[src/design/mmio_pkg.sv]
////////////////////////////////////////////////////////////
// MMIO path definitions: tag width, request and response
// structs, and the per-tag read metadata
////////////////////////////////////////////////////////////

package mmio_pkg;

    // Tags are truncated to this width inside the MMIO path
    localparam int TAG_W = 5;

    // Request from the decode stage to the register bank
    typedef struct packed {
        logic [TAG_W-1:0] tag;
        // Word address, byte address shifted right by two
        logic [31:0]      addr;
        logic             is_write;
        logic [31:0]      payload;
    } mmio_req_t;

    // Read answer from the register bank
    typedef struct packed {
        logic [TAG_W-1:0] tag;
        logic [31:0]      payload;
    } mmio_rsp_t;

    // Completion fields kept per outstanding read.
    // The full 8-bit host tag is kept so the CplD echoes it exactly
    typedef struct packed {
        logic [7:0]  tag;
        logic [15:0] requester_id;
        logic [2:0]  tc;
        logic [6:0]  lower_addr;
        logic [11:0] byte_count;
    } mmio_meta_t;

endpackage

[src/design/tlp_pkg.sv]
////////////////////////////////////////////////////////////
// Host-side TLP definitions: format/type opcodes, the
// single-DW TLP header and the header-plus-data beat
////////////////////////////////////////////////////////////

package tlp_pkg;

    // Format and type share one byte, as in the TLP DW0 layout
    typedef enum logic [7:0] {
        FMT_MRD32 = 8'h00,
        FMT_MWR32 = 8'h40,
        FMT_MSG   = 8'h30,
        FMT_CPLD  = 8'h4a
    } tlp_fmttype_e;

    // One header serves requests and completions alike.
    // Requests use addr; completions use byte_count and lower_addr
    typedef struct packed {
        tlp_fmttype_e fmttype;
        // Payload length in DW
        logic [9:0]   length;
        logic [15:0]  requester_id;
        logic [7:0]   tag;
        logic [2:0]   tc;
        logic [31:0]  addr;
        logic [11:0]  byte_count;
        logic [6:0]   lower_addr;
        // Poisoned TLPs are consumed without effect
        logic         poison;
    } tlp_hdr_t;

    // Every TLP on rx and tx carries exactly one data DW
    typedef struct packed {
        tlp_hdr_t    hdr;
        logic [31:0] data;
    } tlp_beat_t;

endpackage
[src/design/mmio_host_chan.sv]
////////////////////////////////////////////////////////////
// Host-channel MMIO endpoint top level: decode, register
// bank, tag table and completion generator
////////////////////////////////////////////////////////////
`timescale 1ns/1ns

module mmio_host_chan #(
    // Outstanding reads, at most 2**TAG_W
    parameter int MAX_READS = 32,
    parameter int NUM_CSRS  = 16
) (
    input  logic               clk,
    input  logic               reset_n,
    input  logic               rx_valid,
    output logic               rx_ready,
    input  tlp_pkg::tlp_beat_t rx,
    output logic               tx_valid,
    input  logic               tx_ready,
    output tlp_pkg::tlp_beat_t tx
);
    import mmio_pkg::*;

    // Decode to register bank
    logic       req_valid;
    logic       req_ready;
    mmio_req_t  req;

    // Decode to tag table
    logic       meta_wen;
    mmio_meta_t meta;

    // Register bank to completion stage
    logic       rsp_valid;
    logic       rsp_ready;
    mmio_rsp_t  rsp;

    // Completion stage lookup into the tag table
    logic             lookup_en;
    logic [TAG_W-1:0] lookup_tag;
    mmio_meta_t       lookup_meta;

    mmio_req_decode u_decode (
        .clk, .reset_n,
        .rx_valid, .rx_ready, .rx,
        .req_valid, .req_ready, .req,
        .meta_wen, .meta
    );

    mmio_csr_bank #(.NUM_CSRS(NUM_CSRS)) u_csr_bank (
        .clk, .reset_n,
        .req_valid, .req_ready, .req,
        .rsp_valid, .rsp_ready, .rsp
    );

    mmio_tag_table #(.MAX_READS(MAX_READS)) u_tag_table (
        .clk,
        .meta_wen, .meta,
        .lookup_en, .lookup_tag, .lookup_meta
    );

    mmio_cpl_gen u_cpl_gen (
        .clk, .reset_n,
        .rsp_valid, .rsp_ready, .rsp,
        .lookup_en, .lookup_tag, .lookup_meta,
        .tx_valid, .tx_ready, .tx
    );

endmodule

[src/design/mmio_cpl_gen.sv]
////////////////////////////////////////////////////////////
// Completion stage: joins register bank responses with their
// stored metadata and drives CplD TLPs onto the tx stream
////////////////////////////////////////////////////////////
`timescale 1ns/1ns

module mmio_cpl_gen (
    input  logic                       clk,
    input  logic                       reset_n,
    input  logic                       rsp_valid,
    output logic                       rsp_ready,
    input  mmio_pkg::mmio_rsp_t        rsp,
    output logic                       lookup_en,
    output logic [mmio_pkg::TAG_W-1:0] lookup_tag,
    input  mmio_pkg::mmio_meta_t       lookup_meta,
    output logic                       tx_valid,
    input  logic                       tx_ready,
    output tlp_pkg::tlp_beat_t         tx
);
    import tlp_pkg::*;

    // Join slot holds the response payload while its metadata
    // comes back from the tag table one cycle after the lookup
    logic        join_valid;
    logic [31:0] join_data;
    logic        join_move;
    logic        tx_free;
    tlp_hdr_t    cpl_hdr;

    assign tx_free   = !tx_valid || tx_ready;
    assign join_move = join_valid && tx_free;

    // A response enters when the slot is empty or draining this cycle
    assign rsp_ready = !join_valid || join_move;

    // The lookup fires only on acceptance, so lookup_meta belongs to
    // whatever currently sits in the join slot
    assign lookup_en  = rsp_valid && rsp_ready;
    assign lookup_tag = rsp.tag;

    always_comb
    begin
        cpl_hdr              = '0;
        cpl_hdr.fmttype      = FMT_CPLD;
        // Length in DW is the byte count over four
        cpl_hdr.length       = lookup_meta.byte_count[11:2];
        cpl_hdr.byte_count   = lookup_meta.byte_count;
        cpl_hdr.requester_id = lookup_meta.requester_id;
        cpl_hdr.tc           = lookup_meta.tc;
        cpl_hdr.lower_addr   = lookup_meta.lower_addr;
        // The full host tag comes from the metadata, not the short MMIO tag
        cpl_hdr.tag          = lookup_meta.tag;
    end

    always_ff @(posedge clk)
    begin
        if (!reset_n)
        begin
            join_valid <= 1'b0;
            tx_valid   <= 1'b0;
        end
        else
        begin
            if (rsp_ready)
                join_valid <= rsp_valid;
            // Output register only changes when it is empty or taken
            if (tx_free)
                tx_valid <= join_valid;
        end
    end

    always_ff @(posedge clk)
    begin
        if (lookup_en)
            join_data <= rsp.payload;
    end

    // Header and data are loaded together as the join slot drains
    always_ff @(posedge clk)
    begin
        if (join_move)
        begin
            tx.hdr  <= cpl_hdr;
            tx.data <= join_data;
        end
    end

endmodule

[src/design/mmio_tag_table.sv]
////////////////////////////////////////////////////////////
// Tag-indexed read metadata memory with one write port and
// one registered, enable-gated read port
////////////////////////////////////////////////////////////
`timescale 1ns/1ns

module mmio_tag_table #(
    parameter int MAX_READS = 32
) (
    input  logic                          clk,
    input  logic                          meta_wen,
    input  mmio_pkg::mmio_meta_t          meta,
    input  logic                          lookup_en,
    input  logic [mmio_pkg::TAG_W-1:0]    lookup_tag,
    output mmio_pkg::mmio_meta_t          lookup_meta
);
    import mmio_pkg::*;

    // MAX_READS is a power of two no larger than 2**TAG_W,
    // so the low tag bits select the entry directly
    localparam int AW = (MAX_READS > 1) ? $clog2(MAX_READS) : 1;

    mmio_meta_t mem [MAX_READS];

    // Entries are written at the tag carried inside the metadata
    always_ff @(posedge clk)
    begin
        if (meta_wen)
            mem[meta.tag[AW-1:0]] <= meta;
    end

    // Read result stays put while the completion stage stalls
    always_ff @(posedge clk)
    begin
        if (lookup_en)
            lookup_meta <= mem[lookup_tag[AW-1:0]];
    end

endmodule

[src/design/mmio_csr_bank.sv]
////////////////////////////////////////////////////////////
// Control/status register bank acting as the AFU: executes
// MMIO writes and returns tagged read responses
////////////////////////////////////////////////////////////
`timescale 1ns/1ns

module mmio_csr_bank #(
    parameter int NUM_CSRS = 16
) (
    input  logic                clk,
    input  logic                reset_n,
    input  logic                req_valid,
    output logic                req_ready,
    input  mmio_pkg::mmio_req_t req,
    output logic                rsp_valid,
    input  logic                rsp_ready,
    output mmio_pkg::mmio_rsp_t rsp
);
    localparam int IDX_W = (NUM_CSRS > 1) ? $clog2(NUM_CSRS) : 1;

    logic [31:0]      regs [NUM_CSRS];
    logic [IDX_W-1:0] csr_idx;
    logic             req_take;

    // Word addresses past the bank alias back onto it
    assign csr_idx = IDX_W'(req.addr % NUM_CSRS);

    // A pending response blocks new requests until the host side takes it
    assign req_ready = !rsp_valid || rsp_ready;
    assign req_take  = req_valid && req_ready;

    always_ff @(posedge clk)
    begin
        if (!reset_n)
        begin
            rsp_valid <= 1'b0;
            for (int i = 0; i < NUM_CSRS; i++)
            begin
                regs[i] <= '0;
            end
        end
        else
        begin
            // Writes answer nothing, so only reads raise rsp_valid
            if (req_ready)
                rsp_valid <= req_valid && !req.is_write;
            if (req_take && req.is_write)
                regs[csr_idx] <= req.payload;
        end
    end

    // The response holds still while rsp_valid waits on rsp_ready
    always_ff @(posedge clk)
    begin
        if (req_take && !req.is_write)
        begin
            rsp.tag     <= req.tag;
            rsp.payload <= regs[csr_idx];
        end
    end

endmodule

[src/design/mmio_req_decode.sv]
////////////////////////////////////////////////////////////
// RX decode stage: filters memory requests out of the TLP
// stream and registers MMIO requests and read metadata
////////////////////////////////////////////////////////////
`timescale 1ns/1ns

module mmio_req_decode (
    input  logic                 clk,
    input  logic                 reset_n,
    input  logic                 rx_valid,
    output logic                 rx_ready,
    input  tlp_pkg::tlp_beat_t   rx,
    output logic                 req_valid,
    input  logic                 req_ready,
    output mmio_pkg::mmio_req_t  req,
    output logic                 meta_wen,
    output mmio_pkg::mmio_meta_t meta
);
    import tlp_pkg::*;
    import mmio_pkg::*;

    logic is_rd;
    logic is_mem;
    logic rx_take;

    // Only unpoisoned 32-bit memory reads and writes reach the bank
    assign is_rd  = (rx.hdr.fmttype == FMT_MRD32);
    assign is_mem = (is_rd || (rx.hdr.fmttype == FMT_MWR32)) && !rx.hdr.poison;

    // The output slot is free when empty or when the bank takes it now
    assign rx_ready = !req_valid || req_ready;
    assign rx_take  = rx_valid && rx_ready;

    always_ff @(posedge clk)
    begin
        if (!reset_n)
        begin
            req_valid <= 1'b0;
            meta_wen  <= 1'b0;
        end
        else
        begin
            // Dropped TLPs still empty the slot when it moves
            if (rx_ready)
                req_valid <= rx_valid && is_mem;
            // Metadata is written once, in the cycle req_valid rises
            meta_wen <= rx_take && is_rd && !rx.hdr.poison;
        end
    end

    // Request and metadata payload travel together
    always_ff @(posedge clk)
    begin
        if (rx_take && is_mem)
        begin
            req.tag      <= rx.hdr.tag[TAG_W-1:0];
            req.addr     <= {2'b00, rx.hdr.addr[31:2]};
            req.is_write <= !is_rd;
            req.payload  <= rx.data;

            meta.tag          <= rx.hdr.tag;
            meta.requester_id <= rx.hdr.requester_id;
            meta.tc           <= rx.hdr.tc;
            meta.lower_addr   <= rx.hdr.addr[6:0];
            meta.byte_count   <= {rx.hdr.length, 2'b00};
        end
    end

endmodule

[config.mk]
export PLATFORM = sky130hd
export DESIGN_NAME = mmio_host_chan
export DESIGN_NICKNAME = d
export VERILOG_FILES = /design/src/design/mmio_pkg.sv /design/src/design/tlp_pkg.sv /design/src/design/mmio_host_chan.sv /design/src/design/mmio_cpl_gen.sv /design/src/design/mmio_tag_table.sv /design/src/design/mmio_csr_bank.sv /design/src/design/mmio_req_decode.sv
export SDC_FILE = /design/constraint.sdc
export NUM_CORES = 2
export LEC_CHECK = 0
export ABC_CLOCK_PERIOD_IN_PS = 6400
export BUFFER_PORTS_ARGS = -buffer_cell sky130_fd_sc_hd__buf_2
export CAP_MARGIN = 25
export CORE_MARGIN = 3
export CORE_UTILIZATION = 35
export CTS_CLUSTER_SIZE = 20
export DETAILED_ROUTE_END_ITERATION = 16
export HOLD_SLACK_MARGIN = 0.05
export PLACE_DENSITY = 0.51
export SLEW_MARGIN = 20
export SYNTH_ARGS = -nofsm -noshare
export SYNTH_HDL_FRONTEND = slang
export SYNTH_HIERARCHICAL = 1
export SYNTH_SLANG_ARGS = --single-unit
[constraint.sdc]
create_clock -name clk -period 6.4 [get_ports clk]
set_clock_uncertainty 0.05 [all_clocks]
set_input_delay 1.28 -clock clk [delete_from_list [all_inputs] [get_ports clk]]
set_output_delay 1.28 -clock clk [all_outputs]
set_load 0.05 [all_outputs]
**After elaboration in Yosys (flattened, before gate mapping)**

Memory sizes are Yosys's and may differ from the RTL's. A register that Yosys moved wholly into a read port is not among the register bits.
Index checks and enable logic that the tools add are counted.

- Memories kept: 2
- Bits in registers: 228
- Memory bits (writable): 1920

- Reduce and logical (&&, ||, !) cells: 26
- Equal/unequal tests: 1
- Mux-type cells: 9

Memories:

| memory | words | width | read ports | clocked after memory_dff | write ports | RTL line | text |
|---|---|---|---|---|---|---|---|
| u_tag_table.mem | 32 | 44 | 1 | 1 | 1 | mmio_tag_table.sv:23 | `mmio_meta_t mem [MAX_READS];` |
| u_csr_bank.regs | 16 | 32 | 1 | 1 | 16 | mmio_csr_bank.sv:21 | `logic [31:0] regs [NUM_CSRS];` |

Operators by type and width:

| cell | count |
|---|---|
| 32-bit 2-to-1 mux | 1 |
| 32-bit OR reduction | 1 |
| 1-bit logical AND | 12 |
| 8-bit by 7-bit equality test with 1-bit output, second input constant | 1 |
| 8-bit logical NOT | 1 |
| 1-bit logical NOT | 7 |
| 1-bit 2-to-1 mux | 7 |
| 1-bit logical OR | 5 |
| 4-bit 2-to-1 mux | 1 |

**Logic depth before layout (Yosys ltp)**

- Word-level depth: 12
- Mapped depth: 9
- Depth with buffers taken out: 5

**Cells and area by module**

The synthesis kept the hierarchy.

By module, submodules not included:

| module | times used | seq. area each (um2) | cells an instance | area an instance (um2) |
|---|---|---|---|---|
| mmio_tag_table | 1 | 45583.7 | 3226 | 58675.0 |
| mmio_csr_bank | 1 | 16505.8 | 1554 | 23780.3 |
| mmio_cpl_gen | 1 | 3343.2 | 177 | 3834.9 |
| mmio_req_decode | 1 | 3103.0 | 128 | 3296.9 |

**Worst setup path before layout**

OpenSTA, ideal clock, no wires.

- Kind: input -> register
- Start: input tx_ready
- End: register u_decode/meta[10] (netlist name)
- Path buffers: 0
- Setup time: 574 ps
- Arrival: 6629 ps
- Stages on the path: 4
- Data required time: 5776 ps
- Setup slack: -853 ps
- Cell sequence: nand3b_4 -> nand2b_1 -> nand2b_1 -> nor2b_1

- Cells in the longest elaborated chain, start to end: 7

Ends and longest elaborated chain:

| item | RTL line | text |
|---|---|---|
| from (decl) | mmio_host_chan.sv:18 | `input logic tx_ready,` |
| 1-bit logical OR | mmio_cpl_gen.sv:30 | `assign tx_free = !tx_valid \|\| tx_ready;` |
| 1-bit logical AND | mmio_cpl_gen.sv:31 | `assign join_move = join_valid && tx_free;` |
| 1-bit logical OR | mmio_cpl_gen.sv:34 | `assign rsp_ready = !join_valid \|\| join_move;` |
| 1-bit logical OR | mmio_csr_bank.sv:29 | `assign req_ready = !rsp_valid \|\| rsp_ready;` |
| net req_ready | mmio_host_chan.sv:25 | `logic req_ready;` |
| 1-bit logical OR | mmio_req_decode.sv:31 | `assign rx_ready = !req_valid \|\| req_ready;` |
| net rx_ready | mmio_host_chan.sv:15 | `output logic rx_ready,` |
| 1-bit logical AND | mmio_req_decode.sv:32 | `assign rx_take = rx_valid && rx_ready;` |
| 1-bit logical AND | mmio_req_decode.sv:54 | `if (rx_take && is_mem)` |

The timed path passes the listed nets, and every way through them passes these cells.
A chain may end at the register's enable or synchronous reset.

==> flow_metrics.tcl <==
set metrics [dict create \
    p_comb_share_pct 1.0 \
    syn_area_mm2 0.0888 \
    insertion_delay_ns 0.87 \
    postPlaceCellArea_mm2 0.0935 \
    vdd_drop_max_uv 287 \
    p_switching_mw 5.88 \
    gp_congestion 0.718 \
    clock_sinks 2259 \
    antenna_left 0 \
    routed_wl_mm 230 \
    portBuffers 178 \
    cap_violations 0 \
    path_delay_family "simple AND/OR/NAND/NOR gates" \
    min_period_ns 3.82 \
    hold_depth 0 \
    final_nets 5377 \
    grt_first_pass_wirelength_mm 333 \
    rsz0062_at_grt "no" \
    antenna_found_initial 10 \
    die_y_um 510 \
    tns_ns 0 \
    gr-total-overflow 0 \
    fmax_ghz 0.262 \
    mostFrequentLayoutCell "edfxtp_1" \
    critPathBufInv 1 \
    h-tree-depth 4 \
    outcome "complete, no violations" \
    p_seq_share_pct 54.8 \
    r2r-end "u_tag_table/mem[29][15]" \
    final_area_mm2 0.101 \
    ctsResizeCount 0 \
    p_int_mw 23.7 \
    clkPwrFrac_pct 44.2 \
    wire_per_inst_um 26.2 \
    cts_tree "done" \
    cp-end-kind "flop" \
    hold_viol_final 0 \
    post_cts_buffers 0 \
    core_mm2 0.252 \
    worst_slew_pin_slew_ns 1.24 \
    fillerInstances 22800 \
    switching_share_pct 19.9 \
    hold_class "flop to flop" \
    grt_pass1_vias 46900 \
    crit_required_ns 6.80 \
    syn_inst 5057 \
    cts_max_path_buffers 3 \
    worstHoldEndpoint "u_cpl_gen/join_data[24]" \
    start_util_pct 35.3 \
    path_class "flop to flop" \
    via_per_inst 5.24 \
    cp_cell_sequence "nand3b_1 > nor2_4 > buf_4" \
    layout-drive-gt1-share_pct 15.5 \
    cp_max_fo 22 \
    dieArea_mm2 0.260 \
    max_stage_delay_ns 1.05 \
    cts_root_buf "clkbuf_16" \
    postCtsHoldBufs 0 \
    area_growth_syn_to_layout_pct 13.9 \
    drc 0 \
    vias 46000 \
    cp_slowest_cell "nor2_4" \
    avgSynthCellArea_um2 17.6 \
    rr_worst_depth 3 \
    final_cell_mix "edfxtp_1, mux2i_1, nor3_1, clkbuf_16, nand2_1" \
    relSlewSlack_pct 17.5 \
    power_density_mw_per_mm2 292 \
    core.rowCount 184 \
    cp_data_arrival_time_ns 4.22 \
    drt-initial-drc-count 3798 \
    post-route-period-util_pct 59.7 \
    grt_usage_pct 17.5 \
    r2r-start "u_decode/req[65]" \
    leakage_nw 33.9 \
    cp-startpoint "u_decode/req[65]" \
    die-width_um 510 \
    yosysWarnings 6 \
    hp-start "u_csr_bank/rsp[24]" \
    cts_made_buffers 234 \
    dr.pass1.iters 6 \
    setup_viol 0 \
    reg2reg_slack_ns 2.58 \
    startpoint_type "flop" \
    final_max_slew_viol_count 0 \
    pin_count 264 \
    grt_max_degree 176 \
    dp_hpwl_mm 118 \
    clk_pin_slew_worst_paths_ns 0.06 \
]
per-layer routing:
metal	track usage, %	up-vias	wire length (um)
met5	0	-	13
met4	5.31	2	6890
met3	2.63	333	10600
met2	29.5	1138	114000
met1	23.4	24100	98500
li1	-	20400	-
worst register-to-register path, cell delays in order, from the launching register on:
cell and delay [ns]:
edfxtp_1 0.81, nand3b_1 0.84, nor2_4 1.05, buf_4 0.66
worst max path at each step:
| stage | slack, ns | end | cells after the start |
|---|---|---|---|
| 3_5_place_dp | 1.92 | u_csr_bank/regs[14][24] | 7 |
| 3_3_place_gp | 1.86 | u_csr_bank/regs[9][27] | 6 |
| 6_report | 2.58 | u_tag_table/mem[29][15] | 3 |
| 4_1_cts | 2.55 | u_tag_table/mem[5][18] | 3 |
| 5_1_grt | 2.52 | u_tag_table/mem[29][16] | 3 |
| 2_1_floorplan | 0.29 | u_decode/meta[10] | 4 |
layout make-up:
type	count	area, um2	area share [%]
Antenna cell	2	5.00	0.00495
Clock buffer	293	6180	6.11
Clock inverter	125	1130	1.12
Inverter	3	11.3	0.0111
Multi-Input combinational cell	2414	19300	19.0
Sequential cell	2259	67800	67.0
Tap cell	3348	4190	4.14
Timing Repair Buffer	332	2620	2.58
metrics by stage:
step                      worst slack [ns]  hold WS [ns]  std cells  utilization (%)  total power, mW
final                                 2.58         0.342       8776             40.2             29.5
after global routing                  2.52         0.342       8775             40.2             30.5
after CTS                             2.55         0.331       8753             40.0             29.9
after detailed placement              1.92         0.355       8335             37.1             16.8
after global placement                1.86         0.354       8328             37.1             16.8
after floorplan                      0.289         0.350       5097                -             16.7
sequential cells by signal (all words and copies together) (netlist names):
| signal | flops |
|---|---|
| u_cpl_gen/join_data | 32 |
| u_cpl_gen/join_valid | 1 |
| u_cpl_gen/tx | 78 |
| u_cpl_gen/tx_valid | 1 |
| u_csr_bank/regs | 512 |
| u_csr_bank/rsp | 37 |
| u_csr_bank/rsp_valid | 1 |
| u_decode/meta | 39 |
| u_decode/meta_wen | 1 |
| u_decode/req | 38 |
| u_decode/req_valid | 1 |
| u_tag_table/lookup_meta | 46 |
| u_tag_table/mem | 1472 |
power groups by stage:
| stage | Sequential [mW] | Combinational, mW | Clock, mW |
|---|---|---|---|
| after floorplan | 16.5 | 0.172 | 0 |
| after global placement | 16.5 | 0.282 | 0 |
| after detailed placement | 16.5 | 0.284 | 0 |
| final | 16.2 | 0.284 | 13.1 |
| after CTS | 16.2 | 0.285 | 13.4 |
| after global routing | 16.2 | 0.301 | 14.0 |
Power figures use the tool's default switching activity.
